### config.mk
export PLATFORM = sky130hd
export DESIGN_NAME = way_lookup
export DESIGN_NICKNAME = d
export VERILOG_FILES = /design/src/rtl/cache_pkg.sv /design/src/rtl/way_lookup.sv
export SDC_FILE = /design/constraint.sdc
export NUM_CORES = 1
export LEC_CHECK = 0
export BUFFER_PORTS_ARGS = -buffer_cell sky130_fd_sc_hd__buf_2
export CAP_MARGIN = 10
export CORE_AREA = 2 2 379 381
export DETAILED_ROUTE_END_ITERATION = 10
export DIE_AREA = 0 0 381 383
export PLACE_DENSITY = 0.33
export SYNTH_ARGS = -nofsm -noshare
export SYNTH_HDL_FRONTEND = slang
export SYNTH_SLANG_ARGS = --single-unit
### constraint.sdc
create_clock -name vclk -period 10.1
set_input_delay 3.03 -clock vclk [all_inputs]
set_output_delay 3.03 -clock vclk [all_outputs]
set_load 0.02 [all_outputs]
### src/rtl/cache_pkg.sv
package cache_pkg;

   //////////////////////////////////////////////////
   // geometry
   //////////////////////////////////////////////////

   localparam int ADDR_W         = 32;
   localparam int WORD_W         = 32;
   localparam int STRB_W         = 4;
   localparam int WORDS_PER_LINE = 4;
   localparam int OFS_W          = 2;
   localparam int NUM_SETS       = 16;
   localparam int INDEX_W        = 4;
   localparam int TAG_W          = 24; // addr minus index, word and byte offset
   localparam int NUM_WAYS       = 4;
   localparam int WAY_W          = 2;

   typedef logic [WORD_W-1:0]  word_t;
   typedef logic [TAG_W-1:0]   tag_t;
   typedef logic [INDEX_W-1:0] index_t;
   typedef logic [WAY_W-1:0]   way_t;

   typedef word_t [WORDS_PER_LINE-1:0] line_data_t;

   typedef struct packed {
      logic       valid;
      logic       dirty;
      tag_t       tag;
      line_data_t data;
   } line_t;

   // element 0 is the most recently used way, element 3 the victim
   typedef way_t [NUM_WAYS-1:0] lru_t;

   localparam lru_t LRU_RESET = {2'd3, 2'd2, 2'd1, 2'd0};

   typedef struct packed {
      logic [ADDR_W-1:0] addr;  // byte address
      logic              write;
      word_t             wdata;
      logic [STRB_W-1:0] wstrb;
   } cpu_req_t;

   typedef struct packed {
      logic [ADDR_W-1:0] addr;  // byte address of the word, low bits zero
      logic              write;
      word_t             wdata;
   } mem_req_t;

   typedef struct packed {
      line_t  victim;
      tag_t   tag;    // line to fetch
      index_t index;
   } miss_cmd_t;

   //////////////////////////////////////////////////
   // helpers
   //////////////////////////////////////////////////

   // move way to the front, rest keeps its order
   function automatic lru_t lru_touch(input lru_t lru, input way_t way);
      lru_t res;
      logic found;
      res   = lru;
      found = 1'b0;
      res[0] = way;
      for (int i = 1; i < NUM_WAYS; i++) begin
         if (lru[i-1] == way) found = 1'b1;
         if (!found) res[i] = lru[i-1]; // shift down until the old slot
      end
      return res;
   endfunction

   function automatic line_data_t merge_word(input line_data_t data,
                                             input logic [OFS_W-1:0] ofs,
                                             input word_t wdata,
                                             input logic [STRB_W-1:0] wstrb);
      line_data_t res;
      res = data;
      for (int b = 0; b < STRB_W; b++) begin
         if (wstrb[b]) res[ofs][8*b +: 8] = wdata[8*b +: 8];
      end
      return res;
   endfunction

endpackage

### src/rtl/way_lookup.sv
module way_lookup (
   input  cache_pkg::line_t [cache_pkg::NUM_WAYS-1:0] lines,
   input  cache_pkg::lru_t                            lru,
   input  cache_pkg::tag_t                            tag,
   output logic                                       hit,
   output cache_pkg::way_t                            hit_way,
   output cache_pkg::line_t                           hit_line,
   output cache_pkg::way_t                            victim_way,
   output cache_pkg::line_t                           victim_line
);

   // tag compare over all valid ways
   always_comb begin
      hit     = 1'b0;
      hit_way = '0;
      for (int w = 0; w < cache_pkg::NUM_WAYS; w++) begin
         if (lines[w].valid && (lines[w].tag == tag)) begin
            hit     = 1'b1;
            hit_way = cache_pkg::way_t'(w);
         end
      end
   end

   assign hit_line = lines[hit_way];

   // victim sits at the back of the lru order
   assign victim_way  = lru[cache_pkg::NUM_WAYS-1];
   assign victim_line = lines[victim_way];

endmodule

* Yosys cells after proc, flatten, opt, wreduce, memory -nomap -nowiden *
Index checks and enable logic that the tools add are counted.
W data, S select, Z words.

storage, ports and cells
  flip-flop bits (word level) = 0
  word-level logic and storage cells = 21
  output and inout port bits = 313
  input port bits = 648

operators by class
  $lt $le $gt $ge = 2
  mux-type cells = 11
  reduce and logical (&&, ||, !) cells = 4
  eq/ne operators = 4

operators by type and width
  kind                  number
  $bmux W154 S2         2
  $mux W154             2
  $eq A24 B24 Y1        4
  $lt A2 B3 Y1 const B  2
  $mux W1               5
  $logic_and A1 B1 Y1   4
  $mux W2               2

* Logic depth before layout (Yosys ltp) *
  word-level depth = 7
  gate-level depth with buffers = 10

* Worst setup path after synthesis *
Ideal clock, no wire load.

  path type = input to output
  from = input port tag[18]
  to = output port hit_line[41] in the netlist's numbering
  setup slack = 1811 ps
  stages = 10
  data required time = 7070 ps
  path buffers = 4
  arrival time = 5259 ps
  cells stage by stage = buf_2 -> xnor2_1 -> nand4_1 -> or4_1 -> clkbuf_1 -> clkbuf_1 -> buf_2 -> nor3_1 -> a211oi_1 -> o21ai_0

RTL lines
  element      line             RTL
  from (decl)  way_lookup.sv:4  input cache_pkg::tag_t tag,
  to (decl)    way_lookup.sv:7  output cache_pkg::line_t hit_line,

==> results.yml <==
sta:
  fmax_mhz: 107
  min_period_ps: 9350
  slew_headroom: 0.425
  rsz0062_at_grt: "false"
  tightestPinTransition_ps: 863
  fin_crit_sh: 0.926
  hold_viol: 0
  drv_slew: 0
  fin_tns_setup_ps: 0
  setup_viol: 0
detailed_routing:
  top_layer: "met5"
  wl_met2_mm: 53.3
  ant_nets: 0
  drtIter0Drc: 1182
  viasPerCell: 3.90
  wl_met1_mm: 47.6
  dr_wl_met3_mm: 9.32
  wl_per_cell_um: 27.2
  first_pass_iters: 5
  drc: 0
  route.vias.total: 16200
  routed_wirelength_mm: 113
floorplanning:
  die_h_um: 383
  start_util: 0.0706
  die_w_um: 381
  die_area_um2: 146000
  num_rows: 139
  coreArea_um2: 142000
  ios: 961
critical_path:
  path_cells: "buf_2 > xnor2_1 > nand4_1 > or4_4 > buf_12 > nor4_1 > a211oi_1 > o21ai_0 > buf_2"
  cp_slowest_cell: "or4_4"
  cp_max_fo: 46
  crit_arrival_ps: 6320
  crit_family: "simple AND/OR/NAND/NOR gates"
  worstSetupPathType: "in -> out"
  cp.required_ps: 7070
  cp-end-kind: "output port"
  start_kind: "primary input"
  cp_num_buf_inv: 3
  critPathMaxStageDelay_ps: 790
  cpMostUsedCell: "buf_2"
synth:
  yosysSeqAreaShare: 0
  syn_nets: 2046
  netlist_area_um2: 10000
  yosys_warnings: 0
  synthCells: 1398
  synth.distinct_cells: 24
  syn_area_per_cell_um2: 7.19
placement:
  numPortBuffers: 955
  dpl.hpwl_mm: 93.9
  routabilityCongestion: 0.955
global_routing:
  grt_pass1_vias: 16000
  grt_usage: 0.145
  antenna_found_initial: 43
  overflow: 0
  grt_pass1_wl_mm: 149
  grt_max_degree: 99
power:
  p_clk_frac: 0
  p_int_uw: 316
  ir_drop_v: 0.0000410
  swShare: 0.617
  p_sw_uw: 511
  p_per_area_nw_per_um2: 47.8
  leakage_nw: 6.75
  pwr-share-seq: 0
  pwr-share-comb: 1.000
layout:
  layout_commonest_cell: "buf_2"
  flops_and_latches: 0
  area_growth_pct: 72.0
  mostFrequentLayoutCells: "buf_2, nand2_1, o21ai_0"
  multi_input_area_um2: 9080
  drive_gt1_frac: 0.528
  nFillCells: 16800
  nets: 2890
  nClkBuffers: 0
  final-seq-area_um2: 0
  fin_util: 0.121
cts:
  cts_resized: 0
  ctsHoldBuffers: 0
  postCtsSetupRepairBufs: 0
run:
  maxCapViolCount: 0
worst_hold_path:
  hold_end: "hit_line[0]"
  hold_path.class: "in -> out"
  min_from: "lines[462]"
  hold_path_depth: 4
outcome:
  status: "complete, no violations"
## routing by layer
layer | up-vias | GRT usage
met3 | 125 | 0.0330
met4 | 30 | 0.0289
met1 | 8133 | 0.191
met2 | 896 | 0.241
met5 | - | 0
li1 | 7044 | -
## synth_stat cells
library cell    n  area [µm²]
nand2_1       244         916
o21ai_0       237        1190
mux4_2        154        3470
a211oi_1      153        1150
clkbuf_1      131         492
nor3_1         87         435
xnor2_1        77         674
nor4_1         74         463
o21ai_1        70         350
inv_1          69         259
nand4_1        22         138
buf_1          21        78.8
xor2_1         19         166
buf_2          16        80.1
buf_6           8        90.1
nand3_1         3        15.0
or4_1           3        22.5
buf_4           2        15.0
nor2_1          2        7.51
or3_1           2        12.5
and2_1          1        6.26
and3_1          1        6.26
and4_1          1        8.76
nand4b_1        1        8.76
## logic make-up after synthesis
logic type,count (synthesis),share of synthesized area
buffers and inverters,247,0.101
xor gates and xnor gates,96,0.0837
muxes,154,0.345
AOI/OAI and AO/OA,460,0.267
and+or+nand+nor,441,0.203
## worst min-delay path: stages
cell,delay [ps]
buf_2,90
nand2_1,40
o21ai_0,60
buf_2,160
## cell type report
type               count  area share
multi-input cells   1151       0.525
repair buffers      1020       0.320
well taps           1903       0.138
inverters             69      0.0150
diodes                15     0.00217
## power by group through the flow
stage | clock (mW) | sequential (mW) | combinational [mW]
after floorplan | 0 | 0 | 0.369
after global placement | 0 | 0 | 0.837
after detailed placement | 0 | 0 | 0.834
after CTS | 0 | 0 | 0.838
after global routing | 0.0000000937 | 0 | 0.871
final | 0.000000103 | 0 | 0.827
## metrics by stage
step           total power, mW  hold WS (ps)  area, µm²  setup WS (ps)  instances
3_3_place_gp             0.837          6400      17200            990       4143
3_5_place_dp             0.834          6400      17200            940       4143
5_1_grt                  0.871          6430      17300            781       4150
4_1_cts                  0.838          6400      17200            917       4143
6_report                 0.827          6400      17300            748       4158
2_1_floorplan            0.369          6170      10000           1810       1398
## worst max path at each step
stage                     depth (start not counted)    start            end
after floorplan                                  10  tag[18]   hit_line[41]
after global placement                            9   tag[7]   hit_line[58]
after detailed placement                          9   tag[7]  hit_line[125]
after CTS                                         9   tag[7]  hit_line[125]
after global routing                              9   tag[2]   hit_line[26]
final                                             9   tag[2]   hit_line[26]
Note: power is estimated with default switching activity, not from simulation.
