==> src/rtl/cache_pkg.sv <==
package cache_pkg;

   //////////////////////////////////////////////////
   // geometry
   //////////////////////////////////////////////////

   localparam int ADDR_W         = 32;
   localparam int WORD_W         = 32;
   localparam int STRB_W         = 4;
   localparam int WORDS_PER_LINE = 4;
   localparam int OFS_W          = 2;
   localparam int NUM_SETS       = 16;
   localparam int INDEX_W        = 4;
   localparam int TAG_W          = 24; // addr minus index, word and byte offset
   localparam int NUM_WAYS       = 4;
   localparam int WAY_W          = 2;

   typedef logic [WORD_W-1:0]  word_t;
   typedef logic [TAG_W-1:0]   tag_t;
   typedef logic [INDEX_W-1:0] index_t;
   typedef logic [WAY_W-1:0]   way_t;

   typedef word_t [WORDS_PER_LINE-1:0] line_data_t;

   typedef struct packed {
      logic       valid;
      logic       dirty;
      tag_t       tag;
      line_data_t data;
   } line_t;

   // element 0 is the most recently used way, element 3 the victim
   typedef way_t [NUM_WAYS-1:0] lru_t;

   localparam lru_t LRU_RESET = {2'd3, 2'd2, 2'd1, 2'd0};

   typedef struct packed {
      logic [ADDR_W-1:0] addr;  // byte address
      logic              write;
      word_t             wdata;
      logic [STRB_W-1:0] wstrb;
   } cpu_req_t;

   typedef struct packed {
      logic [ADDR_W-1:0] addr;  // byte address of the word, low bits zero
      logic              write;
      word_t             wdata;
   } mem_req_t;

   typedef struct packed {
      line_t  victim;
      tag_t   tag;    // line to fetch
      index_t index;
   } miss_cmd_t;

   //////////////////////////////////////////////////
   // helpers
   //////////////////////////////////////////////////

   // move way to the front, rest keeps its order
   function automatic lru_t lru_touch(input lru_t lru, input way_t way);
      lru_t res;
      logic found;
      res   = lru;
      found = 1'b0;
      res[0] = way;
      for (int i = 1; i < NUM_WAYS; i++) begin
         if (lru[i-1] == way) found = 1'b1;
         if (!found) res[i] = lru[i-1]; // shift down until the old slot
      end
      return res;
   endfunction

   function automatic line_data_t merge_word(input line_data_t data,
                                             input logic [OFS_W-1:0] ofs,
                                             input word_t wdata,
                                             input logic [STRB_W-1:0] wstrb);
      line_data_t res;
      res = data;
      for (int b = 0; b < STRB_W; b++) begin
         if (wstrb[b]) res[ofs][8*b +: 8] = wdata[8*b +: 8];
      end
      return res;
   endfunction

endpackage

==> src/rtl/set_store.sv <==
module set_store #(
   parameter type entry_t = logic
) (
   input  logic              clk,
   input  logic              rstn,
   input  cache_pkg::index_t addr,
   input  logic              wr,
   input  entry_t            wdata,
   output entry_t            rdata
);

   entry_t mem [cache_pkg::NUM_SETS];

   always_ff @(posedge clk) begin
      if (wr) mem[addr] <= wdata;
   end

   // read returns old contents on a same-cycle write
   always_ff @(posedge clk) begin
      if (rstn) begin
         rdata <= '0;
      end else begin
         rdata <= mem[addr];
      end
   end

endmodule

==> config.mk <==
export PLATFORM = sky130hd
export DESIGN_NAME = set_store
export DESIGN_NICKNAME = d
export VERILOG_FILES = /design/src/rtl/cache_pkg.sv /design/src/rtl/set_store.sv
export SDC_FILE = /design/constraint.sdc
export NUM_CORES = 1
export LEC_CHECK = 0
export BUFFER_PORTS_ARGS = -buffer_cell sky130_fd_sc_hd__clkbuf_2
export CAP_MARGIN = 15
export CORE_MARGIN = 4
export CORE_UTILIZATION = 40
export CTS_BUF_LIST = sky130_fd_sc_hd__clkbuf_16
export CTS_CLUSTER_SIZE = 20
export DETAILED_ROUTE_END_ITERATION = 6
export SYNTH_ARGS = -nofsm -noshare
export SYNTH_HDL_FRONTEND = slang
export SYNTH_SLANG_ARGS = --single-unit
==> constraint.sdc <==
create_clock -name clk -period 3.85 [get_ports clk]
set_clock_uncertainty 0.2 [all_clocks]
set_input_delay 0.77 -clock clk [delete_from_list [all_inputs] [get_ports clk]]
set_output_delay 0.77 -clock clk [all_outputs]
set_load 0.1 [all_outputs]
# Word-level counts from Yosys, hierarchy flattened
# Memories as Yosys holds them, arrays and structs flattened. A register that Yosys moved wholly into a read port is not among the register bits.
# Index checks and enable logic that the tools add are counted.
word_totals:
  ramBits: 16
  reg_bits: 0
  n_memories: 1
memory_table:
  columns: ["memory", "words", "width", "rd", "rd_clocked_by_memory_dff", "wr", "line", "source"]
  rows:
  - ["mem", 16, 1, 1, 1, 1, "set_store.sv:12", "entry_t mem [cache_pkg::NUM_SETS];"]
classes:
  n_mux: 2
ops:
  columns: ["op", "n"]
  rows:
  - ["two-way mux 1 bit", 2]

# Logic depth before layout (Yosys ltp)
depth:
  ltp_word: 2
  mapped_depth: 5

# Worst setup path before layout
# No wires, ideal clock.
synth_timing:
  path_kind: "input-to-reg"
  from: "input port addr[0]"
  to: "register rdata, read port of mem"
  path_stages: 4
  slack_ps: 1881
  arrival_time_ps: 1646
  path_buffers: 0
  cell_sequence: "mux2_2 -> or3_2 -> o2111ai_1 -> a21oi_2"
synth_rtl:
  columns: ["item", "line", "source"]
  rows:
  - ["start, declared", "set_store.sv:6", "input cache_pkg::index_t addr,"]
  - ["end, declared", "set_store.sv:9", "output entry_t rdata"]

==> key figures <==
Finish
  – Final cell count without fillers: 92
  – Cell area after layout: 912 sq um
  – Final design utilization: approximately half
  – Commonest non-fill, non-tap cells in the layout: edfxtp_1 (16), nor2_1 (12), clkbuf_2 (8)
  – Number of antenna diodes: 0
  – Number of nets in the finished design: 76
  – Leading cell type in the layout, fill and taps excluded: edfxtp_1
  – Share of final-layout standard cells stronger than drive strength 1: 22.4%
  – Fill cell instance count of the final layout: 162
  – Area growth from synthesis to final layout: 16.3%

Place
  – Count of input and output buffers: 8
  – Detail Placement HPWL: around 940 um
  – Placer congestion estimate: slightly above 0.7
  – Cell count after placement: 88
  – Cell Area, Placed: approximately 830 sq um
  – Setup Slack @ Placement: 1.52 ns

Timing
  – Setup Viol. Count Final: 0
  – Slew @ Worst Pin: 0.537 ns
  – Min setup slack post-route: ~1.8 ns
  – Maximum operating frequency: approximately 480 MHz
  – Fin crit share: 53.7%
  – Max-slew violation total from the final report: 0
  – Worst-case hold slack: between 0.4 and 0.5 ns
  – Unrepaired setup endpoints after global routing: false
  – Hold Vio Cnt, Final: 0
  – Final critical path time including I/O delays and setup: 2.07 ns
  – Worst-case headroom to the max-slew limit: 64.4%
  – Setup_tns: 0 ns

Drt
  – Routed via count: 499
  – Routed wire length: 1360 um
  – Iteration-0 DRC count of the detailed router: 14
  – Average via count per standard cell: between 5 and 6
  – DR WL/cell: 14.8 um
  – Pre-Repair DR Iteration Count: 4
  – Count of nets left with antenna violations after detail routing: 0
  – Final routed DRC violation total: 0

GRT
  – Via count of the first global-routing pass: 509
  – GRT overflow: 0
  – Wire length of the first global-routing pass: 2230 um
  – Number of antenna violations at the first check in global routing: 0
  – Overall Global Routing Usage: roughly an eighth
  – Largest net degree at the start of global routing: 17

Floorplanning
  – Standard-cell rows: 15
  – Die height: 52.3 um
  – Effective utilization at floorplan: 44.0%
  – I/O pins: 9
  – Full die area: 2730 sq um
  – Die boundary width: 52.3 um
  – Std-Cell Core Area: about 1800 sq um

Critical path
  – Setup slack of the worst register-to-register path: 2.29 ns
  – Critical path capture point type: flop
  – Slowest stage cell on the critical path: or3_2
  – Data arrival time at the worst-slack endpoint: between 2 and 2.5 ns
  – CP required: 3.79 ns
  – CP Cell Sequence: clkbuf_2 -> mux2_2 -> or3_2 -> o2111ai_1 -> a21oi_2
  – Type of element launching the critical path: input port
  – Classification of the worst setup path: input port to flop
  – Biggest cell delay along the critical path: 0.40 ns
  – Worst Path Max Fanout: 13

Synthesis
  – Avg Synthesized Cell Area: ~14 sq um
  – Part of the Yosys area used for sequential elements: 63.8%
  – Synth Net Count: between 60 and 70
  – Combined area of all synthesized cells: 785 sq um
  – Synth Warn #: 0
  – Cell count after synthesis: 57
  – Number of storage elements in the synthesis netlist: 17
  – Post-synth cell types: 19

Power
  – Lkg Pwr: 0.322 nW
  – Power after layout: between 400 and 500 uW
  – IR drop worst, VDD: around 230 uV
  – Power density of the placed cells: roughly 500 nW/um^2

Clock tree
  – Root cell of the clock tree: clkbuf_16
  – Sink Count: 17
  – H-tree levels: 1
  – # hold bufs at CTS: 0
  – Clock tree buffer depth: 2
  – Quantity of gates resized following cts: 0
  – Post CTS Setup Buffer Count: 0
  – Number of buffers created by CTS: 3
  – Later-pin clock latency in the skew report: roughly 0.25 ns
  – Clock input transition at the sequential cells of the worst setup and hold paths: 0.05 ns
  – TritonCTS clock tree: yes

Run
  – Number of maximum-capacitance constraint violations: 0

Worst hold path
  – Min-delay worst type: input port to flop

Run status
  – Result of the run: finished clean
==> final cells by class <==
type                       instances  area [sq um]  share of cell area [%]
timing repair buffer               8          40.0                    4.39
tap                               25          31.3                    3.43
clock inverter                     1          3.75                   0.412
multi-input combinational         37           258                    28.3
clock buffer                       3          75.1                    8.23
inverter                           1          3.75                   0.412
sequential                        17           500                    54.9
==> worst max-delay path, delay by kind of cell <==
kind                   cells  cell delay, ns
AO/OA/AOI/OAI              2            0.20
buffers and inverters      1            0.27
multiplexers               1            0.37
AND/OR/NAND/NOR            1            0.40
==> where the power goes <==
| group | internal (mW) | total (mW) | leakage [nW] | switching (mW) |
|---|---|---|---|---|
| sequential | 0.207 | 0.208 | 0.153 | 0.000909 |
| clock | 0.138 | 0.204 | 0.0423 | 0.0666 |
| combinational | 0.0116 | 0.0350 | 0.126 | 0.0234 |
| total | 0.356 | 0.447 | 0.322 | 0.0909 |
==> cell usage after synthesis <==
cell type  count  area (sq um)
o2111ai_1      1          8.76
a311o_1        1          10.0
mux4_1         2          52.6
or2b_1         1          7.51
nand2_1        3          11.3
mux2i_1        2          20.0
buf_6          2          22.5
a21oi_2        1          8.76
nor3_1         4          20.0
dfxtp_1        1          20.0
o22ai_1        1          6.26
inv_1          1          3.75
nand3b_1       2          15.0
or3_2          1          7.51
edfxtp_1      16           480
nand2b_1       2          12.5
mux2_2         2          22.5
nor2_1        12          45.0
nand3_1        2          10.0
==> registers in the layout, summed over array words and instances (netlist names) <==
signal  count
rdata       1
mem        16
==> cell families after synthesis <==
| group | after synthesis | share of synthesized area (%) |
|---|---|---|
| AND/OR/NAND/NOR | 27 | 16.4 |
| flip-flops | 17 | 63.8 |
| multiplexers | 6 | 12.1 |
| buffers and inverters | 3 | 3.35 |
| AO/OA/AOI/OAI | 4 | 4.31 |
==> path summary, 6_finish.rpt <==
check,startpoint,endpoint,cells past startpoint
worst max register to register,mem[7]$_DFFE_PP_,rdata$_SDFF_PP0_,4
worst max-delay path,addr[0],rdata$_SDFF_PP0_,5
worst min register to register,mem[5]$_DFFE_PP_,rdata$_SDFF_PP0_,4
worst min-delay path,rstn,rdata$_SDFF_PP0_,2
==> layer usage <==
layer  part of all wire, %  GRT usage [%]  wire [um]  vias to the layer above
li1                      -              -          -                      235
met1                    43           14.7        585                      238
met2                    46           17.8        633                       21
met3                   7.0           3.70         96                        5
met4                   3.6           10.2         49                        0
met5                     0              0          0                        -
(Power assumes the default switching activity.)
