### src/rtl/cache_pkg.sv
package cache_pkg;

   //////////////////////////////////////////////////
   // geometry
   //////////////////////////////////////////////////

   localparam int ADDR_W         = 32;
   localparam int WORD_W         = 32;
   localparam int STRB_W         = 4;
   localparam int WORDS_PER_LINE = 4;
   localparam int OFS_W          = 2;
   localparam int NUM_SETS       = 16;
   localparam int INDEX_W        = 4;
   localparam int TAG_W          = 24; // addr minus index, word and byte offset
   localparam int NUM_WAYS       = 4;
   localparam int WAY_W          = 2;

   typedef logic [WORD_W-1:0]  word_t;
   typedef logic [TAG_W-1:0]   tag_t;
   typedef logic [INDEX_W-1:0] index_t;
   typedef logic [WAY_W-1:0]   way_t;

   typedef word_t [WORDS_PER_LINE-1:0] line_data_t;

   typedef struct packed {
      logic       valid;
      logic       dirty;
      tag_t       tag;
      line_data_t data;
   } line_t;

   // element 0 is the most recently used way, element 3 the victim
   typedef way_t [NUM_WAYS-1:0] lru_t;

   localparam lru_t LRU_RESET = {2'd3, 2'd2, 2'd1, 2'd0};

   typedef struct packed {
      logic [ADDR_W-1:0] addr;  // byte address
      logic              write;
      word_t             wdata;
      logic [STRB_W-1:0] wstrb;
   } cpu_req_t;

   typedef struct packed {
      logic [ADDR_W-1:0] addr;  // byte address of the word, low bits zero
      logic              write;
      word_t             wdata;
   } mem_req_t;

   typedef struct packed {
      line_t  victim;
      tag_t   tag;    // line to fetch
      index_t index;
   } miss_cmd_t;

   //////////////////////////////////////////////////
   // helpers
   //////////////////////////////////////////////////

   // move way to the front, rest keeps its order
   function automatic lru_t lru_touch(input lru_t lru, input way_t way);
      lru_t res;
      logic found;
      res   = lru;
      found = 1'b0;
      res[0] = way;
      for (int i = 1; i < NUM_WAYS; i++) begin
         if (lru[i-1] == way) found = 1'b1;
         if (!found) res[i] = lru[i-1]; // shift down until the old slot
      end
      return res;
   endfunction

   function automatic line_data_t merge_word(input line_data_t data,
                                             input logic [OFS_W-1:0] ofs,
                                             input word_t wdata,
                                             input logic [STRB_W-1:0] wstrb);
      line_data_t res;
      res = data;
      for (int b = 0; b < STRB_W; b++) begin
         if (wstrb[b]) res[ofs][8*b +: 8] = wdata[8*b +: 8];
      end
      return res;
   endfunction

endpackage

### src/rtl/refill_engine.sv
module refill_engine (
   input  logic                  clk,
   input  logic                  rstn,
   input  logic                  miss_req,
   input  cache_pkg::miss_cmd_t  miss_cmd,
   output logic                  miss_ack,
   output cache_pkg::line_data_t fill_data,
   output cache_pkg::mem_req_t   mem_req,
   output logic                  mem_req_valid,
   input  logic                  mem_req_ready,
   input  cache_pkg::word_t      mem_rdata,
   input  logic                  mem_resp_valid,
   output logic                  mem_resp_ready
);

   typedef enum logic [1:0] {
      R_IDLE,
      R_WRITE,
      R_READ,
      R_DONE
   } rstate_t;

   rstate_t                     state;
   logic [cache_pkg::OFS_W-1:0] word_cnt;
   logic [cache_pkg::OFS_W-1:0] next_cnt;
   logic                        last_beat;
   cache_pkg::line_data_t       line_buf;

   // one memory beat, addressed by tag, index and word offset
   function automatic cache_pkg::mem_req_t beat(input logic wr,
                                                input cache_pkg::tag_t tag,
                                                input cache_pkg::index_t index,
                                                input logic [cache_pkg::OFS_W-1:0] ofs,
                                                input cache_pkg::word_t wdata);
      cache_pkg::mem_req_t req;
      req.addr  = {tag, index, ofs, 2'b00};
      req.write = wr;
      req.wdata = wdata;
      return req;
   endfunction

   assign next_cnt  = word_cnt + 1'b1;
   assign last_beat = &word_cnt; // line length is a power of two
   assign fill_data = line_buf;

   always_ff @(posedge clk) begin
      if (rstn) begin
         state          <= R_IDLE;
         word_cnt       <= '0;
         miss_ack       <= 1'b0;
         mem_req_valid  <= 1'b0;
         mem_resp_ready <= 1'b0;
      end else begin
         case (state)
            R_IDLE: begin
               if (miss_req) begin
                  word_cnt      <= '0;
                  mem_req_valid <= 1'b1;
                  if (miss_cmd.victim.valid && miss_cmd.victim.dirty) begin
                     mem_req <= beat(1'b1, miss_cmd.victim.tag, miss_cmd.index, '0,
                                     miss_cmd.victim.data[0]);
                     state   <= R_WRITE;
                  end else begin
                     mem_req <= beat(1'b0, miss_cmd.tag, miss_cmd.index, '0, '0);
                     state   <= R_READ;
                  end
               end
            end
            R_WRITE, R_READ: begin
               // request phase, then response phase of the same beat
               if (mem_req_valid && mem_req_ready) begin
                  mem_req_valid  <= 1'b0;
                  mem_resp_ready <= 1'b1;
               end
               if (mem_resp_valid && mem_resp_ready) begin
                  mem_resp_ready <= 1'b0;
                  word_cnt       <= next_cnt;
                  if (state == R_READ) line_buf[word_cnt] <= mem_rdata;
                  if (state == R_WRITE && !last_beat) begin
                     mem_req_valid <= 1'b1;
                     mem_req       <= beat(1'b1, miss_cmd.victim.tag, miss_cmd.index, next_cnt,
                                           miss_cmd.victim.data[next_cnt]);
                  end else if (state == R_WRITE || !last_beat) begin
                     // next fetch beat, counter wraps to 0 after write back
                     mem_req_valid <= 1'b1;
                     mem_req       <= beat(1'b0, miss_cmd.tag, miss_cmd.index, next_cnt, '0);
                     state         <= R_READ;
                  end else begin
                     miss_ack <= 1'b1; // line complete
                     state    <= R_DONE;
                  end
               end
            end
            R_DONE: begin
               if (!miss_req) begin
                  miss_ack <= 1'b0;
                  state    <= R_IDLE;
               end
            end
            default: state <= R_IDLE;
         endcase
      end
   end

endmodule

### config.mk
export PLATFORM = sky130hd
export DESIGN_NAME = refill_engine
export DESIGN_NICKNAME = d
export VERILOG_FILES = /design/src/rtl/cache_pkg.sv /design/src/rtl/refill_engine.sv
export SDC_FILE = /design/constraint.sdc
export NUM_CORES = 1
export LEC_CHECK = 0
export BUFFER_PORTS_ARGS = -buffer_cell sky130_fd_sc_hd__buf_2
export CAP_MARGIN = 25
export CORE_AREA = 3 3 161 163
export DETAILED_ROUTE_END_ITERATION = 7
export DIE_AREA = 0 0 164 166
export GPL_ROUTABILITY_DRIVEN = 0
export SLEW_MARGIN = 15
export SYNTH_ARGS = -nofsm -noshare
export SYNTH_HDL_FRONTEND = slang
export SYNTH_SLANG_ARGS = --single-unit
### constraint.sdc
create_clock -name clk -period 14.46 [get_ports clk]
set_clock_uncertainty 0.05 [all_clocks]
set_input_delay 2.892 -clock clk [delete_from_list [all_inputs] [get_ports clk]]
set_output_delay 2.892 -clock clk [all_outputs]
set_load 0.1 [all_outputs]
== Yosys cells after proc, flatten, opt, wreduce, memory -nomap -nowiden ==
Index checks and enable logic that the tools add are counted.
Widths: inputs -> output; s select.

* Register bits: 200
* Input bits: 219
* Output and inout bits: 196
* Logic and storage cells: 80

* Add/sub/neg operators: 1
* Order comparisons: 3
* Equality and inequality tests: 9
* Muxes and demuxes: 34
* Bitwise gates (word level): 1
* Reduce and logical (&&, ||, !) cells: 20

{| class="wikitable"
|+ Operators with widths
! cell !! count
|-
| $mux 65 || 5
|-
| $pmux 65 s2 || 1
|-
| $bwmux 128 || 1
|-
| $bmux 32 s2 || 1
|-
| $demux 32 s2 || 1
|-
| $mux 32 || 2
|-
| $mux 2 || 7
|-
| $mux 1 || 12
|-
| $ne 2x2->1 const B || 5
|-
| $reduce_and 5->1 || 2
|-
| $reduce_and 4->1 || 2
|-
| $lt 2x3->1 const B || 2
|-
| $pmux 2 s3 || 1
|-
| $reduce_and 2->1 || 3
|-
| $reduce_bool 2->1 || 3
|-
| $logic_and 1x1->1 || 5
|-
| $eq 2x2->1 const B || 2
|-
| $pmux 1 s2 || 2
|-
| $pmux 2 s2 || 1
|-
| $ne 3x3->1 const B || 1
|-
| $reduce_and 3->1 || 1
|-
| $add 2x1->2 const B || 1
|-
| $eq 2x1->1 const B || 1
|-
| $ge 2x1->1 const B || 1
|-
| other kinds (5) || 5
|}

== Depth between registers and ports, before layout ==
* Depth in word-level cells: 7
* Depth in mapped cells: 9
* Gate-level depth less buffers: 6

== Least setup slack after synthesis ==
OpenSTA, ideal clock, no wires.

* Kind: in2reg
* Start: input mem_resp_valid
* End: register mem_req[0] in the netlist's numbering, enable pin
* Setup time: 0.484 ns
* Arrival: 6.065 ns
* Slack: 7.861 ns
* Stages: 4
* Buffers on the path: 0
* Path through: nand2_1 a21oi_1 nand2_1 nor2_1

* Word-level cells in the longest chain between the ends: 3

{| class="wikitable"
|+ RTL lines
! element !! RTL line !! RTL
|-
| from (decl) || refill_engine.sv:12 || <nowiki>input logic mem_resp_valid,</nowiki>
|-
| $logic_and 1x1->1 || refill_engine.sv:75 || <nowiki>if (mem_resp_valid && mem_resp_ready) begin</nowiki>
|-
| $ne 2x2->1 (no source line) || - ||
|-
| $reduce_and 5->1 (no source line) || - ||
|-
| to (signal assigned) || refill_engine.sv:64 || <nowiki>mem_req <= beat(1'b0, miss_cmd.tag, miss_cmd.index, '0, '0);</nowiki>
|-
| to (signal assigned) || refill_engine.sv:81 || <nowiki>mem_req <= beat(1'b1, miss_cmd.victim.tag, miss_cmd.index, next_cnt,</nowiki>
|-
| to (signal assigned) || refill_engine.sv:86 || <nowiki>mem_req <= beat(1'b0, miss_cmd.tag, miss_cmd.index, next_cnt, '0);</nowiki>
|-
| to (decl) || refill_engine.sv:8 || <nowiki>output cache_pkg::mem_req_t mem_req,</nowiki>
|}

Every way passes these cells.
A chain may end at the register's enable or synchronous reset.

== Worst setup path after layout ==
* Start: input mem_resp_valid
* End: register mem_req[53] in the netlist's numbering, enable pin

Same word-level chain as after synthesis.

==> results.py <==
metrics = {
    "cts": {
        "hold_buffers": 0,
        "ctsResizeCount": 0,
        "cts_setup_buffers": 0,
        "h-tree-depth": 4,
        "cts_inserted_buffers": 17,
        "cts_num_sinks": 198,
        "clk_latency_ps": 420,
        "clk_pin_slew_ps": 80,
        "cts_tree": "built",
        "clock_path_buffers": 2,
        "clockRootBuffer": "clkbuf_16",
    },
    "timing": {
        "fmax_mhz": 227,
        "slew_violations": 0,
        "finalSetupViolations": 0,
        "tightest_slew_ps": 887,
        "hold_violations": 0,
        "period_needed_ps": 4410,
        "rsz0062_at_grt": "no",
        "setup_tns_ps": 0,
        "max-slew-margin-rel_pct": 40.8,
        "period_share_pct": 30.5,
    },
    "synthesis": {
        "yosys.area_share.simple_pct": 1.66,
        "yosys.area.top_type": "edfxtp_1",
        "synth_compound_area_share_pct": 4.92,
        "netlist.area_leader.share_pct": 74.0,
        "synth_mux_area_share_pct": 14.2,
        "synth-seq-cells": 198,
        "yosysSeqAreaShare_pct": 75.8,
        "synth_area_sq_um": 7750,
        "async_flop_share_pct": 0,
        "synthXorXnorAreaFrac_pct": 0,
        "syn_avg_cell_area_sq_um": 21.2,
        "ys.warnings.count": 0,
        "synth-edff-count": 191,
        "yosysUniqueCellTypes": 31,
        "synthAdderAreaFrac_pct": 1.29,
        "synth_cells": 366,
        "synth_top_family_by_area": "multiplexers",
        "synth_flop_cell": "edfxtp_1",
        "synth_area_leaders": "edfxtp_1, mux4_2, mux2_4, a22o_1, dfxtp_1",
    },
    "die": {
        "dieArea_sq_um": 27200,
        "start_util_pct": 31.7,
        "die_h_microns": 166,
        "rows": 57,
        "dieWidth_microns": 164,
        "core_area_sq_um": 24500,
        "boundaryPins": 415,
    },
    "route": {
        "via_per_inst": 4.58,
        "drc_errors": 0,
        "drt-wirelength-per-cell_microns": 20.2,
        "drt_pass1_iterations": 5,
        "drt-total-wl_microns": 22700,
        "drtIter0Drc": 322,
        "ant_nets": 0,
        "vias": 5145,
    },
    "power": {
        "ir_drop_mv": 0.0809,
        "p_leak_nw": 4.38,
        "power.density_nw_per_um2": 138,
        "finalPower_w": 0.00149,
    },
    "global_routing": {
        "grt_pass1_vias": 5223,
        "grt_start_max_net_pins": 64,
        "grt_overflow": 0,
        "antenna_found_initial": 6,
        "grt_pass1_wl_microns": 32300,
        "grt_usage_pct": 16.0,
    },
    "layout": {
        "syn2layout_area_growth_pct": 39.4,
        "final_cells": 1124,
        "multi_input_area_sq_um": 1730,
        "drive_gt1_share_pct": 63.7,
        "regArea_sq_um": 5880,
        "nNetsFinal": 1012,
        "fill_cells": 2209,
    },
    "setup_path": {
        "crit_arrival_ps": 4410,
        "start_kind": "input port",
        "path_max_fanout": 63,
        "end_kind": "flop",
        "required_ps": 14460,
        "criticalPathCategory": "in -> reg",
    },
    "placed_design": {
        "port_buffers": 412,
        "dp_hpwl_microns": 17100,
        "dp_cells": 1090,
    },
    "run": {
        "maxCapViolations": 0,
    },
    "status": {
        "status": "complete, no violations",
    },
    "hold_path": {
        "hold_path.class": "reg -> reg",
    },
}
## layer usage
metal  wire length, microns  global-route usage (%)  vias to the layer above
li1                       -                       -                     2342
met2                  12100                    29.3                      302
met4                    226                    3.94                        8
met5                     55                       0                        -
met1                   8050                    17.5                     2476
met3                   2250                    5.74                       17
## final timing paths
kind | startpoint | to | slack (ps) | depth (start not counted)
min | mem_req_valid | mem_req_valid | 470 | 2
min reg2reg | mem_req_valid | mem_req_valid | 470 | 2
max reg2reg | word_cnt[0] | mem_req[19] | 11600 | 6
max | mem_resp_valid | mem_req[53] | 10050 | 6
## cells in the final DEF, fill, tap and decap left out, types with 7 or more instances in the layout
master | synthesis | routed
buf_4 | 5 | 9
dfxtp_1 | 7 | 7
mux2_4 | 19 | 19
edfxtp_1 | 191 | 191
buf_2 | 0 | 412
mux4_2 | 32 | 32
a22o_1 | 32 | 32
ha_1 | 8 | 7
clkbuf_16 | 0 | 17
## report_power, final
| group | switching [W] | total (W) | internal [W] |
|---|---|---|---|
| logic | 0.000235 | 0.000324 | 0.0000898 |
| clock network | 0.000254 | 0.000496 | 0.000243 |
| registers | 0.00000759 | 0.000668 | 0.000660 |
| total | 0.000496 | 0.00149 | 0.000993 |
## critical path, stage by stage
cell,delay [ps]
buf_2,100
nand2_1,100
a21oi_1,320
nand2_1,160
nor2_4,100
buf_4,650
## cell type report
| class | count | share of cell area [%] |
|---|---|---|
| clock buffers | 17 | 3.94 |
| well taps | 324 | 3.75 |
| inverters | 6 | 0.208 |
| flip-flops and latches | 198 | 54.4 |
| clock inverters | 15 | 1.96 |
| repair buffers | 421 | 19.7 |
| diodes | 2 | 0.0463 |
| multi-input cells | 141 | 16.0 |
## stage by stage
step | hold slack, ps | util (%) | setup WS, ps | instance area (sq um)
6_report | 471 | 44.2 | 10050 | 10800
5_1_grt | 500 | 44.2 | 9940 | 10800
4_1_cts | 471 | 44.2 | 10080 | 10800
3_5_place_dp | 461 | 41.6 | 9610 | 10200
3_3_place_gp | 460 | 41.6 | 9650 | 10200
2_1_floorplan | 434 | - | 7860 | 7760
## registers in the layout, indices dropped and copies added (netlist names)
register        cells
fill_data         128
mem_resp_ready      1
mem_req_valid       1
state               2
word_cnt            2
miss_ack            1
mem_req            63
## cells in the mapped netlist (all sizes together) (4+ instances only)
| cell | number |
|---|---|
| a21oi | 4 |
| buf | 9 |
| mux2 | 25 |
| nor2 | 4 |
| and2 | 6 |
| nor2b | 4 |
| mux4 | 32 |
| o21ai | 4 |
| edfxtp | 191 |
| clkbuf | 13 |
| a22o | 32 |
| nand2 | 4 |
| ha | 8 |
| inv | 6 |
| dfxtp | 7 |
## cell families (layout without fill, tap and decap cells)
family / count (synthesis) / in the layout
flip-flops: 198 / 198
AND/OR/NAND/NOR: 23 / 23
adder cells (fa/ha/maj): 8 / 8
AO/OA/AOI/OAI: 48 / 48
other: 1 / 4
multiplexers: 60 / 60
buffers and inverters: 28 / 459
Power figures use the tool's default switching activity.
