--- src/rtl/cache_pkg.sv ---
package cache_pkg;

   //////////////////////////////////////////////////
   // geometry
   //////////////////////////////////////////////////

   localparam int ADDR_W         = 32;
   localparam int WORD_W         = 32;
   localparam int STRB_W         = 4;
   localparam int WORDS_PER_LINE = 4;
   localparam int OFS_W          = 2;
   localparam int NUM_SETS       = 16;
   localparam int INDEX_W        = 4;
   localparam int TAG_W          = 24; // addr minus index, word and byte offset
   localparam int NUM_WAYS       = 4;
   localparam int WAY_W          = 2;

   typedef logic [WORD_W-1:0]  word_t;
   typedef logic [TAG_W-1:0]   tag_t;
   typedef logic [INDEX_W-1:0] index_t;
   typedef logic [WAY_W-1:0]   way_t;

   typedef word_t [WORDS_PER_LINE-1:0] line_data_t;

   typedef struct packed {
      logic       valid;
      logic       dirty;
      tag_t       tag;
      line_data_t data;
   } line_t;

   // element 0 is the most recently used way, element 3 the victim
   typedef way_t [NUM_WAYS-1:0] lru_t;

   localparam lru_t LRU_RESET = {2'd3, 2'd2, 2'd1, 2'd0};

   typedef struct packed {
      logic [ADDR_W-1:0] addr;  // byte address
      logic              write;
      word_t             wdata;
      logic [STRB_W-1:0] wstrb;
   } cpu_req_t;

   typedef struct packed {
      logic [ADDR_W-1:0] addr;  // byte address of the word, low bits zero
      logic              write;
      word_t             wdata;
   } mem_req_t;

   typedef struct packed {
      line_t  victim;
      tag_t   tag;    // line to fetch
      index_t index;
   } miss_cmd_t;

   //////////////////////////////////////////////////
   // helpers
   //////////////////////////////////////////////////

   // move way to the front, rest keeps its order
   function automatic lru_t lru_touch(input lru_t lru, input way_t way);
      lru_t res;
      logic found;
      res   = lru;
      found = 1'b0;
      res[0] = way;
      for (int i = 1; i < NUM_WAYS; i++) begin
         if (lru[i-1] == way) found = 1'b1;
         if (!found) res[i] = lru[i-1]; // shift down until the old slot
      end
      return res;
   endfunction

   function automatic line_data_t merge_word(input line_data_t data,
                                             input logic [OFS_W-1:0] ofs,
                                             input word_t wdata,
                                             input logic [STRB_W-1:0] wstrb);
      line_data_t res;
      res = data;
      for (int b = 0; b < STRB_W; b++) begin
         if (wstrb[b]) res[ofs][8*b +: 8] = wdata[8*b +: 8];
      end
      return res;
   endfunction

endpackage

--- src/rtl/cache_ctrl.sv ---
module cache_ctrl (
   input  logic                           clk,
   input  logic                           rstn,
   input  cache_pkg::cpu_req_t            cpu_req,
   input  logic                           cpu_req_valid,
   output logic                           cpu_req_ready,
   output cache_pkg::word_t               cpu_rdata,
   output logic                           cpu_resp_valid,
   input  logic                           cpu_resp_ready,
   output cache_pkg::index_t              store_addr,
   output logic [cache_pkg::NUM_WAYS-1:0] way_wr,
   output cache_pkg::line_t               way_wdata,
   input  cache_pkg::lru_t                lru_rdata,
   output logic                           lru_wr,
   output cache_pkg::lru_t                lru_wdata,
   input  logic                           hit,
   input  cache_pkg::way_t                hit_way,
   input  cache_pkg::line_t               hit_line,
   input  cache_pkg::way_t                victim_way,
   input  cache_pkg::line_t               victim_line,
   output logic                           miss_req,
   output cache_pkg::miss_cmd_t           miss_cmd,
   input  logic                           miss_ack,
   input  cache_pkg::line_data_t          fill_data,
   output cache_pkg::tag_t                lookup_tag
);

   typedef enum logic [2:0] {
      S_SWEEP,
      S_IDLE,
      S_READ,
      S_LOOKUP,
      S_RESP,
      S_MISS,
      S_FILL
   } state_t;

   state_t                      state;
   cache_pkg::index_t           sweep_idx;
   cache_pkg::cpu_req_t         req_q;
   cache_pkg::way_t             victim_q;
   cache_pkg::index_t           req_index;
   logic [cache_pkg::OFS_W-1:0] req_ofs;
   cache_pkg::line_data_t       merged;

   //////////////////////////////////////////////////
   // address split: tag | index | word | byte
   //////////////////////////////////////////////////

   assign lookup_tag = req_q.addr[cache_pkg::ADDR_W-1 -: cache_pkg::TAG_W];
   assign req_index  = req_q.addr[cache_pkg::OFS_W+2 +: cache_pkg::INDEX_W];
   assign req_ofs    = req_q.addr[2 +: cache_pkg::OFS_W]; // above the byte offset

   // write hits fold the strobed bytes into the hit line
   assign merged = req_q.write ?
                   cache_pkg::merge_word(hit_line.data, req_ofs, req_q.wdata, req_q.wstrb) :
                   hit_line.data;

   assign cpu_req_ready = (state == S_IDLE);

   always_ff @(posedge clk) begin
      if (rstn) begin
         state          <= S_SWEEP;
         sweep_idx      <= '0;
         store_addr     <= '0;
         way_wr         <= '0;
         lru_wr         <= 1'b0;
         cpu_resp_valid <= 1'b0;
         miss_req       <= 1'b0;
      end else begin
         way_wr <= '0;   // write strobes are single cycle
         lru_wr <= 1'b0;
         case (state)
            S_SWEEP: begin
               // one set per cycle, all ways invalid
               store_addr <= sweep_idx;
               way_wr     <= '1;
               way_wdata  <= '0;
               lru_wr     <= 1'b1;
               lru_wdata  <= cache_pkg::LRU_RESET;
               sweep_idx  <= sweep_idx + 1'b1;
               if (sweep_idx == cache_pkg::index_t'(cache_pkg::NUM_SETS - 1)) state <= S_IDLE;
            end
            S_IDLE: begin
               if (cpu_req_valid) begin
                  req_q      <= cpu_req;
                  store_addr <= cpu_req.addr[cache_pkg::OFS_W+2 +: cache_pkg::INDEX_W];
                  state      <= S_READ;
               end
            end
            S_READ: begin
               state <= S_LOOKUP; // arrays read this cycle
            end
            S_LOOKUP: begin
               if (hit) begin
                  cpu_rdata       <= merged[req_ofs];
                  cpu_resp_valid  <= 1'b1;
                  way_wr[hit_way] <= req_q.write;
                  way_wdata       <= '{valid: 1'b1, dirty: 1'b1, tag: lookup_tag, data: merged};
                  lru_wr          <= 1'b1;
                  lru_wdata       <= cache_pkg::lru_touch(lru_rdata, hit_way);
                  state           <= S_RESP;
               end else begin
                  miss_req <= 1'b1;
                  miss_cmd <= '{victim: victim_line, tag: lookup_tag, index: req_index};
                  victim_q <= victim_way;
                  state    <= S_MISS;
               end
            end
            S_RESP: begin
               if (cpu_resp_ready) begin
                  cpu_resp_valid <= 1'b0;
                  state          <= S_IDLE;
               end
            end
            S_MISS: begin
               if (miss_ack) begin
                  miss_req         <= 1'b0;
                  way_wr[victim_q] <= 1'b1; // fetched line goes in clean
                  way_wdata        <= '{valid: 1'b1, dirty: 1'b0, tag: lookup_tag,
                                        data: fill_data};
                  state            <= S_FILL;
               end
            end
            S_FILL: begin
               // wait for ack release, then re-read so the lookup hits
               if (!miss_ack) state <= S_READ;
            end
            default: state <= S_SWEEP;
         endcase
      end
   end

endmodule

--- config.mk ---
export PLATFORM = sky130hd
export DESIGN_NAME = cache_ctrl
export DESIGN_NICKNAME = d
export VERILOG_FILES = /design/src/rtl/cache_pkg.sv /design/src/rtl/cache_ctrl.sv
export SDC_FILE = /design/constraint.sdc
export NUM_CORES = 1
export LEC_CHECK = 0
export BUFFER_PORTS_ARGS = -buffer_cell sky130_fd_sc_hd__buf_2
export CORE_AREA = 2 2 365 367
export CTS_CLUSTER_DIAMETER = 40
export DETAILED_ROUTE_END_ITERATION = 16
export DIE_AREA = 0 0 367 369
export MAX_ROUTING_LAYER = met4
export PLACE_DENSITY_LB_ADDON = 0.12
export SLEW_MARGIN = 20
export SYNTH_ARGS = -nofsm -noshare
export SYNTH_HDL_FRONTEND = slang
export SYNTH_SLANG_ARGS = --single-unit
--- constraint.sdc ---
create_clock -name clk -period 22.6 [get_ports clk]
set_input_delay 1.13 -clock clk [delete_from_list [all_inputs] [get_ports clk]]
set_output_delay 1.13 -clock clk [all_outputs]
set_load 0.02 [all_outputs]
=== After elaboration in Yosys (flattened, before gate mapping) ===
Index checks and enable logic that the tools add are counted.

* Register bits after elaboration: 465
* Output and inout port bits: 412
* Word-level logic and storage cells: 141
* Bits of input ports: 523

* Equality and inequality tests: 17
* Reduce and logical (&&, ||, !) cells: 18
* Bitwise operators: 3
* Muxes and demuxes: 63
* Add/sub/neg operators: 1
* Magnitude comparators: 6

{| class="wikitable"
|+ Operators by type and width
! operator !! number
|-
| two-way mux 128 bit || 5
|-
| bitwise mux 128 bit || 4
|-
| case mux 154 bit (3 select lines) || 1
|-
| two-way mux 154 bit || 2
|-
| demux 32 bit (select 2 bit) || 4
|-
| binary-select mux 32 bit (select 2 bit) || 1
|-
| two-way mux 32 bit || 2
|-
| two-way mux 24 bit || 1
|-
| case mux 3 bit (7 select lines) || 1
|-
| two-way mux 1 bit || 20
|-
| AND reduction 3 bit || 6
|-
| two-way mux 16 bit || 1
|-
| two-way mux 8 bit || 2
|-
| case mux 8 bit (2 select lines) || 1
|-
| two-way mux 3 bit || 5
|-
| inequality test 2 bit (second input constant) || 7
|-
| two-way mux 4 bit || 3
|-
| case mux 4 bit (3 select lines) || 1
|-
| == test 3 bit (second input constant) || 3
|-
| < comparator 2 x 3 -> 1 bit (second input constant) || 3
|-
| case mux 4 bit (2 select lines) || 1
|-
| nonzero test 2 bit || 4
|-
| == test 2 bit || 3
|-
| == test 3 x 2 -> 1 bit (second input constant) || 2
|-
| other kinds (15) || 25
|}

=== Logic depth before layout (Yosys ltp) ===
Gate-level depths: netlist of the first run.

* Word-level depth: 16
* Gate-level depth with buffers: 8
* Depth with buffers taken out: 6

=== Least setup slack after synthesis of the first run ===
No wires, ideal clock.

* Path type: input -> register
* Start point: in rstn
* End point: reg miss_cmd[0] (netlist name) (enable)
* Stages: 2
* Data arrival time: 13.860 ns
* Slack: 7.784 ns
* Setup time: 0.956 ns
* Path buffers: 1
* Data required time: 21.644 ns
* Cell sequence: clkbuf_1 -> nor3_1

* Longest elaborated chain between the ends: 2

{| class="wikitable"
|+ Ends and longest elaborated chain
! element !! RTL line !! source
|-
| start, declared || cache_ctrl.sv:3 || <nowiki>input logic rstn,</nowiki>
|-
| inverter 1 bit (no source line) || - ||
|-
| AND reduction 3 bit (no source line) || - ||
|-
| end signal, assigned || cache_ctrl.sv:105 || <nowiki>miss_cmd <= '{victim: victim_line, tag: lookup_tag, index: req_index};</nowiki>
|-
| end, declared || cache_ctrl.sv:22 || <nowiki>output cache_pkg::miss_cmd_t miss_cmd,</nowiki>
|}

No other way between the ends.
A chain may end at the register's enable or synchronous reset.

=== Worst setup path after layout of the first run ===
* Start point: reg state[0]
* End point: reg miss_cmd[26] (netlist name) (enable)

* Longest elaborated chain between the ends: 2

{| class="wikitable"
|+ Ends and longest elaborated chain
! element !! RTL line !! source
|-
| start, declared || cache_ctrl.sv:38 || <nowiki>state_t state;</nowiki>
|-
| start signal, assigned || cache_ctrl.sv:63 || <nowiki>state <= S_SWEEP;</nowiki>
|-
| start signal, assigned || cache_ctrl.sv:82 || <nowiki>if (sweep_idx == cache_pkg::index_t'(cache_pkg::NUM_SETS - 1)) state <= S_IDLE;</nowiki>
|-
| start signal, assigned || cache_ctrl.sv:88 || <nowiki>state <= S_READ;</nowiki>
|-
| == test 3 x 2 -> 1 bit || cache_ctrl.sv:73 || <nowiki>case (state)</nowiki>
|-
| AND reduction 3 bit (no source line) || - ||
|}

No other way between the ends.

==> results.sh, run 1 <==
export IMPL_slew_viol_final=0
export IMPL_endpoint_kind="register"
export IMPL_fin_ws_ns=18.78
export IMPL_cts_resized_gates=0
export IMPL_layout_commonest_cell="buf_2"
export IMPL_period_share_pct=16.9
export IMPL_cp_max_fo=71
export IMPL_p_total_mw=3.03
export IMPL_async_flop_share_pct=0
export IMPL_crit_family="buffers and inverters"
export IMPL_ys_ff_latch=463
export IMPL_rsz0062_at_grt="no"
export IMPL_cts_buffers=116
export IMPL_nets=2658
export IMPL_slew_headroom_pct=29.3
export IMPL_die_y_um=369
export IMPL_place_ws_ns=18.16
export IMPL_syn_cell_area_mm2=0.0189
export IMPL_dr_total_vias=14555
export IMPL_grt_pass1_wl_mm=129
export IMPL_viasPerCell=3.62
export IMPL_grt_pass1_vias=15835
export IMPL_rr_worst_depth=6
export IMPL_grt_max_degree=74
export IMPL_ctsHoldBuffers=0
export IMPL_port_buffers=906
export IMPL_antenna_found_initial=91
export IMPL_power_switching_uw=813
export IMPL_required_ns=22.91
export IMPL_remaining_drc_errors=0
export IMPL_area_delta_synth_final_pct=55.2
export IMPL_syn_num_nets=1696
export IMPL_cts_clk_slew_worst_paths_ns=0.05
export IMPL_synth_top_area_share_pct=70.9
export IMPL_path_cells="ha_1 > nand2b_4 > nor3_2 > buf_4 > buf_4 > buf_4"
export IMPL_die_area_mm2=0.135
export IMPL_internal_power_mw=2.21
export IMPL_rows=133
export IMPL_drt_iter0_markers=650
export IMPL_gr_total_overflow=0
export IMPL_cellPowerDensity_mw_per_mm2=103
export IMPL_cp_common_cell="buf_4"
export IMPL_h_tree_depth=3
export IMPL_avgSynthCellArea_um2=16.2
export IMPL_synth_edf_count=445
export IMPL_clock_skew_ns=0.0462
export IMPL_wl_per_cell_um=24.2
export IMPL_status="completed"
export IMPL_path_class="register to register"
export IMPL_holdPathStages=0
export IMPL_dr_pass1_iters=5
export IMPL_combPwrFrac_pct=10.9
export IMPL_crit_slowest_cell="buf_4"
export IMPL_yosysTopAreaCell="edfxtp_1"
export IMPL_die_w_um=367
export IMPL_tns_ns=0
export IMPL_cts_tree="done"
export IMPL_synth_ff_type="edfxtp_1"
export IMPL_ant_nets=0
export IMPL_p_sw_share_pct=26.9
export IMPL_p_leak_nw=12.1
export IMPL_cp_depth=6
export IMPL_clk_path_buf_depth=3
export IMPL_core_mm2=0.131
export IMPL_crit_buf_inv=3
export IMPL_cts_sinks=463
export IMPL_final_cell_mix="buf_2, edfxtp_1, nand2_1"
export IMPL_hp_class="register to register"
export IMPL_cpPeakStageDelay_ns=0.84
export IMPL_yosysWarnings=0
export IMPL_crit_arrival_ns=4.13
export IMPL_ir_drop_v=0.0000546
export IMPL_setup_viol=0
export IMPL_power_frac_seq_pct=34.9
export IMPL_track_usage_pct=14.3
export IMPL_synth_cells=1167
export IMPL_yosysSeqAreaShare_pct=72.8
export IMPL_dp_hpwl_mm=74.7
export IMPL_wl_mm=97.3
export IMPL_initial_utilization_pct=14.4
export IMPL_pin_count=935
export IMPL_cp_start_kind="register"
export IMPL_pwr_share_clk_pct=54.2
export IMPL_gp_congestion=0.904
export IMPL_synthTopCellsByArea="edfxtp_1, mux2i_1, mux4_2, nand2_1, o21ai_0"
export IMPL_clock_latency_ns=0.72
export IMPL_maxCapViolCount=0
export IMPL_postCtsSetupRepairBufs=0
export IMPL_synth_distinct_cells=46
export IMPL_tightest_slew_ns=1.06
export IMPL_clock_fmax_mhz=262
export IMPL_layout_drive_gt1_share_pct=53.8
export IMPL_hold_viol_final=0
export IMPL_period_needed_ns=3.82
export IMPL_clockRootBuffer="clkbuf_16"
## state kept, by name, summed over array words and instances, names as in the netlist
name and count:
lookup_tag 24, req_ofs 2, state 3, cpu_resp_valid 1
miss_cmd 182, sweep_idx 4, store_addr 4, way_wdata 154
victim_q 2, cpu_rdata 32, lru_wdata 8, req_q 37
req_index 4, lru_wr 1, miss_req 1, way_wr 4
## power by group through the flow
stage	Combinational, mW	Sequential (mW)	Clock (mW)
after detailed placement	0.342	1.07	0
final	0.330	1.06	1.64
after CTS	0.343	1.06	1.69
after global routing	0.356	1.06	1.73
after global placement	0.342	1.07	0
after floorplan	0.0985	1.16	0
## logic make-up (layout without fill, tap and decap cells)
kind of cell / after synthesis / in the layout / share of synthesized area [%]
xor+xnor: 9 / 9 / 0.418
buf+inv: 88 / 1148 / 2.80
other cells: 0 / 44 / 0
compound gates: 159 / 159 / 4.48
flops: 463 / 463 / 72.8
mux: 196 / 196 / 12.7
simple gates: 246 / 246 / 6.40
fa+ha+maj: 6 / 6 / 0.398
## synth_stat cells (3+ instances only)
cell type / n
edfxtp_1: 445
nand2_1: 152
mux2i_1: 132
o21ai_0: 73
o21ai_1: 62
and2_1: 32
buf_4: 32
mux2_2: 32
mux4_2: 32
buf_2: 22
clkbuf_1: 20
dfxtp_1: 18
nor2_1: 18
nand2_4: 12
a21oi_1: 8
buf_6: 6
ha_1: 6
inv_1: 6
xor2_1: 6
nand3_1: 5
a311oi_1: 4
a31oi_1: 4
nand4_1: 4
nor2b_1: 3
or3_1: 3
xnor2_1: 3
## path summary, 6_finish.rpt
kind | startpoint | end | slack, ns
setup / recovery | state[0]$_SDFFE_PP0P_ | miss_cmd[26]$_DFFE_PP_ | 18.78
setup reg to reg | state[0]$_SDFFE_PP0P_ | miss_cmd[26]$_DFFE_PP_ | 18.78
hold reg to reg | req_index[1]$_DFFE_PP_ | miss_cmd[1]$_DFFE_PP_ | 0.42
hold / removal | req_index[1]$_DFFE_PP_ | miss_cmd[1]$_DFFE_PP_ | 0.42
## worst register-to-register path, delay by kind of cell, from the launching register on
kind / cells / cell delay (ns)
AND/OR/NAND/NOR: 2 / 0.37
adder cells (fa/ha/maj): 1 / 0.25
flip-flops: 1 / 0.37
buffers and inverters: 3 / 2.35
## through the flow
stage / area (µm²) / instances / hold WS [ns] / util (%)
2_1_floorplan: 18900 / 1167 / 0.400 / -
5_1_grt: 29200 / 4017 / 0.423 / 22.3
3_3_place_gp: 25300 / 3766 / 0.405 / 19.3
4_1_cts: 29200 / 3982 / 0.418 / 22.2
6_report: 29300 / 4026 / 0.417 / 22.3
3_5_place_dp: 25300 / 3766 / 0.405 / 19.3
## metal layers
| layer | GRT usage, % | wire length, µm | up-vias |
|---|---|---|---|
| li1 | - | - | 6461 |
| met1 | 14.3 | 35000 | 7064 |
| met2 | 25.4 | 50200 | 798 |
| met3 | 5.57 | 8810 | 232 |
| met4 | 4.59 | 3290 | 0 |
| met5 | - | 0 | - |
## layout make-up
cell class                 instances  area [µm²]
fill                           14289      102000
sequential                       463       13700
timing repair buffer             925        4680
multi-input combinational        616        4630
clock buffer                     134        3030
tap                             1755        2200
clock inverter                    82         861
antenna                           44         110
inverter                           7        31.3
No activity file was read; power rests on OpenSTA's default activity.
==> run 2: changes to the inputs <==
- CORE_AREA: 2 2 365 367 -> 2 2 369 371
- DIE_AREA: 0 0 367 369 -> 0 0 371 373
- clock period: 22.6 -> 3.9 ns (I/O delays scaled with it)
==> run 2 against run 1 <==
Effect of this change: clock power rose to 5.6 times the previous value; design area up 19%; sequential share of layout area down 7.5 points; via count up 14%; non-clock buffer count up 562; sequential power rose to 5.8 times the previous value; clock-buffer cell count down 8; clock skew up 0.014 ns; largest power group unchanged; core utilization up 3.6 points; sequential cell count unchanged; worst setup slack worse by 18 ns; fmax up 27%.
==> results.sh, run 2 (synthesis results as in run 1) <==
export IMPL_status="completed"
export IMPL_regMostFlops="miss_cmd"
export IMPL_rr_worst_depth=5
export IMPL_reg2reg_from="req_q[36]$_DFFE_PP_"
export IMPL_dr_pass1_iters=5
export IMPL_cts_buffers=110
export IMPL_endpoint="way_wdata[23]$_DFFE_PP_"
export IMPL_fillers=14296
export IMPL_cp_start_kind="register"
export IMPL_cts_sinks=463
export IMPL_remaining_drc_errors=0
export IMPL_ir_drop_v=0.000356
export IMPL_largest_reg_flops=182
export IMPL_place_ws_ns=1.33
export IMPL_nets=3214
export IMPL_die_y_um=373
export IMPL_cts_resized_gates=0
export IMPL_crit_arrival_ns=3.46
export IMPL_die_w_um=371
export IMPL_grt_pass1_wl_mm=137
export IMPL_tightest_slew_ns=1.03
export IMPL_crit_slowest_cell="edfxtp_1"
export IMPL_tns_ns=0
export IMPL_clockRootBuffer="clkbuf_16"
export IMPL_dp_hpwl_mm=76.9
export IMPL_cellPowerDensity_mw_per_mm2=507
export IMPL_clk_path_buf_depth=3
export IMPL_final_instance_count_excl_fill=4598
export IMPL_rows=135
export IMPL_placedCellCount=3797
export IMPL_reg_top3="miss_cmd (182), way_wdata (154), req_q (37)"
export IMPL_dr_total_vias=16632
export IMPL_path_cells="nor3b_2 > and2_1 > mux2i_1 > o21ai_0 > dlygate4sd3_1"
export IMPL_h_tree_depth=3
export IMPL_die_area_mm2=0.138
export IMPL_viasPerCell=3.62
export IMPL_required_ns=4.34
export IMPL_clock_fmax_mhz=331
export IMPL_drt_iter0_markers=778
export IMPL_gr_total_overflow=0
export IMPL_setup_viol=0
export IMPL_cp_depth=5
export IMPL_hold_viol_final=0
export IMPL_endpoint_kind="register"
export IMPL_reg2reg_slack_ns=0.88
export IMPL_clock_skew_ns=0.0598
export IMPL_period_share_pct=77.4
export IMPL_area_delta_synth_final_pct=84.8
export IMPL_slew_headroom_pct=31.5
export IMPL_hp_class="input pin to register"
export IMPL_hold_ws_ns=0.0883
export IMPL_wl_per_cell_um=22.1
export IMPL_wl_mm=102
export IMPL_cts_tree="done"
export IMPL_p_leak_nw=14.7
export IMPL_rsz0062_at_grt="no"
export IMPL_initial_utilization_pct=14.0
export IMPL_timing_rr_end="way_wdata[23]$_DFFE_PP_"
export IMPL_grt_pass1_vias=18205
export IMPL_path_class="register to register"
export IMPL_track_usage_pct=14.6
export IMPL_critPathLaunch="req_q[36]$_DFFE_PP_"
export IMPL_multiInputGateArea_mm2=0.00467
export IMPL_final_util_pct=25.9
export IMPL_antenna_found_initial=59
export IMPL_cpPeakStageDelay_ns=0.71
export IMPL_gp_congestion=0.827
export IMPL_crit_family="simple AND/OR/NAND/NOR gates"
export IMPL_cts_clk_slew_worst_paths_ns=0.05
export IMPL_pin_count=935
export IMPL_cp_max_fo=11
export IMPL_clock_latency_ns=0.72
export IMPL_slew_viol_final=0
export IMPL_layout_drive_gt1_share_pct=43.4
export IMPL_ant_nets=0
export IMPL_crit_buf_inv=1
export IMPL_maxCapViolCount=0
export IMPL_layout_commonest_cell="buf_2"
export IMPL_fin_ws_ns=0.882
export IMPL_period_needed_ns=3.02
export IMPL_register_area_mm2=0.0137
export IMPL_final_cell_mix="buf_2, dlygate4sd3_1, edfxtp_1"
export IMPL_grt_max_degree=86
export IMPL_core_mm2=0.135
export IMPL_port_buffers=906
==> run 2: cell types whose count changed in the layout (fill, tap and decap cells not counted), sizes merged <==
cell	previous run	this run
inv	26	18
bufinv	10	8
clkbuf	134	126
buf	925	930
diode	44	37
clkinv	41	44
clkinvlp	12	18
dlygate4sd3	0	557
==> run 2: what timing repair did <==
action                    4_1_cts  5_1_grt
hold buffers                  557        0
hold endpoints to repair      408        0
setup buffers                   0        0
==> run 2: power breakdown <==
part	internal, mW	switching [mW]
Sequential	5.95	0.187
Clock	5.86	3.33
Combinational	0.952	1.40
==> run 2: through the flow <==
step | power [mW] | area [µm²]
finish | 17.7 | 34900
global route | 18.4 | 34800
CTS | 18.0 | 34800
detailed placement | 8.24 | 25400
global placement | 8.25 | 25400
floorplan | 7.20 | 18900
==> run 2: cell type report <==
class | count | share of cell area (%)
Antenna cell | 37 | 0.266
Clock buffer | 126 | 8.21
Clock inverter | 81 | 2.57
Inverter | 7 | 0.0897
Multi-Input combinational cell | 616 | 13.4
Sequential cell | 463 | 39.4
Tap cell | 1781 | 6.39
Timing Repair Buffer | 1487 | 29.7
==> run 2: worst min-delay path by stage <==
stage                           from  cells after the start                       to
CTS                    hit_line[100]                      3   cpu_rdata[4]$_DFFE_PP_
detailed placement  victim_line[132]                      1  miss_cmd[160]$_DFFE_PP_
global route            hit_line[84]                      3  way_wdata[84]$_DFFE_PP_
global placement     victim_line[30]                      1   miss_cmd[58]$_DFFE_PP_
floorplan                cpu_req[45]                      0  lookup_tag[0]$_DFFE_PP_
finish                  hit_line[84]                      3  way_wdata[84]$_DFFE_PP_
==> run 2: routing by layer <==
metal | track usage (%) | wire, µm | share of wire [%]
met5 | - | 0 | 0
met4 | 4.97 | 2880 | 2.8
met3 | 5.13 | 8800 | 8.7
met2 | 26.2 | 52900 | 52
met1 | 14.5 | 37100 | 36
==> run 2: worst register-to-register path: stages, from the launching register on <==
cell,delay (ns)
edfxtp_1,0.71
nor3b_2,0.41
and2_1,0.67
mux2i_1,0.27
o21ai_0,0.10
dlygate4sd3_1,0.61
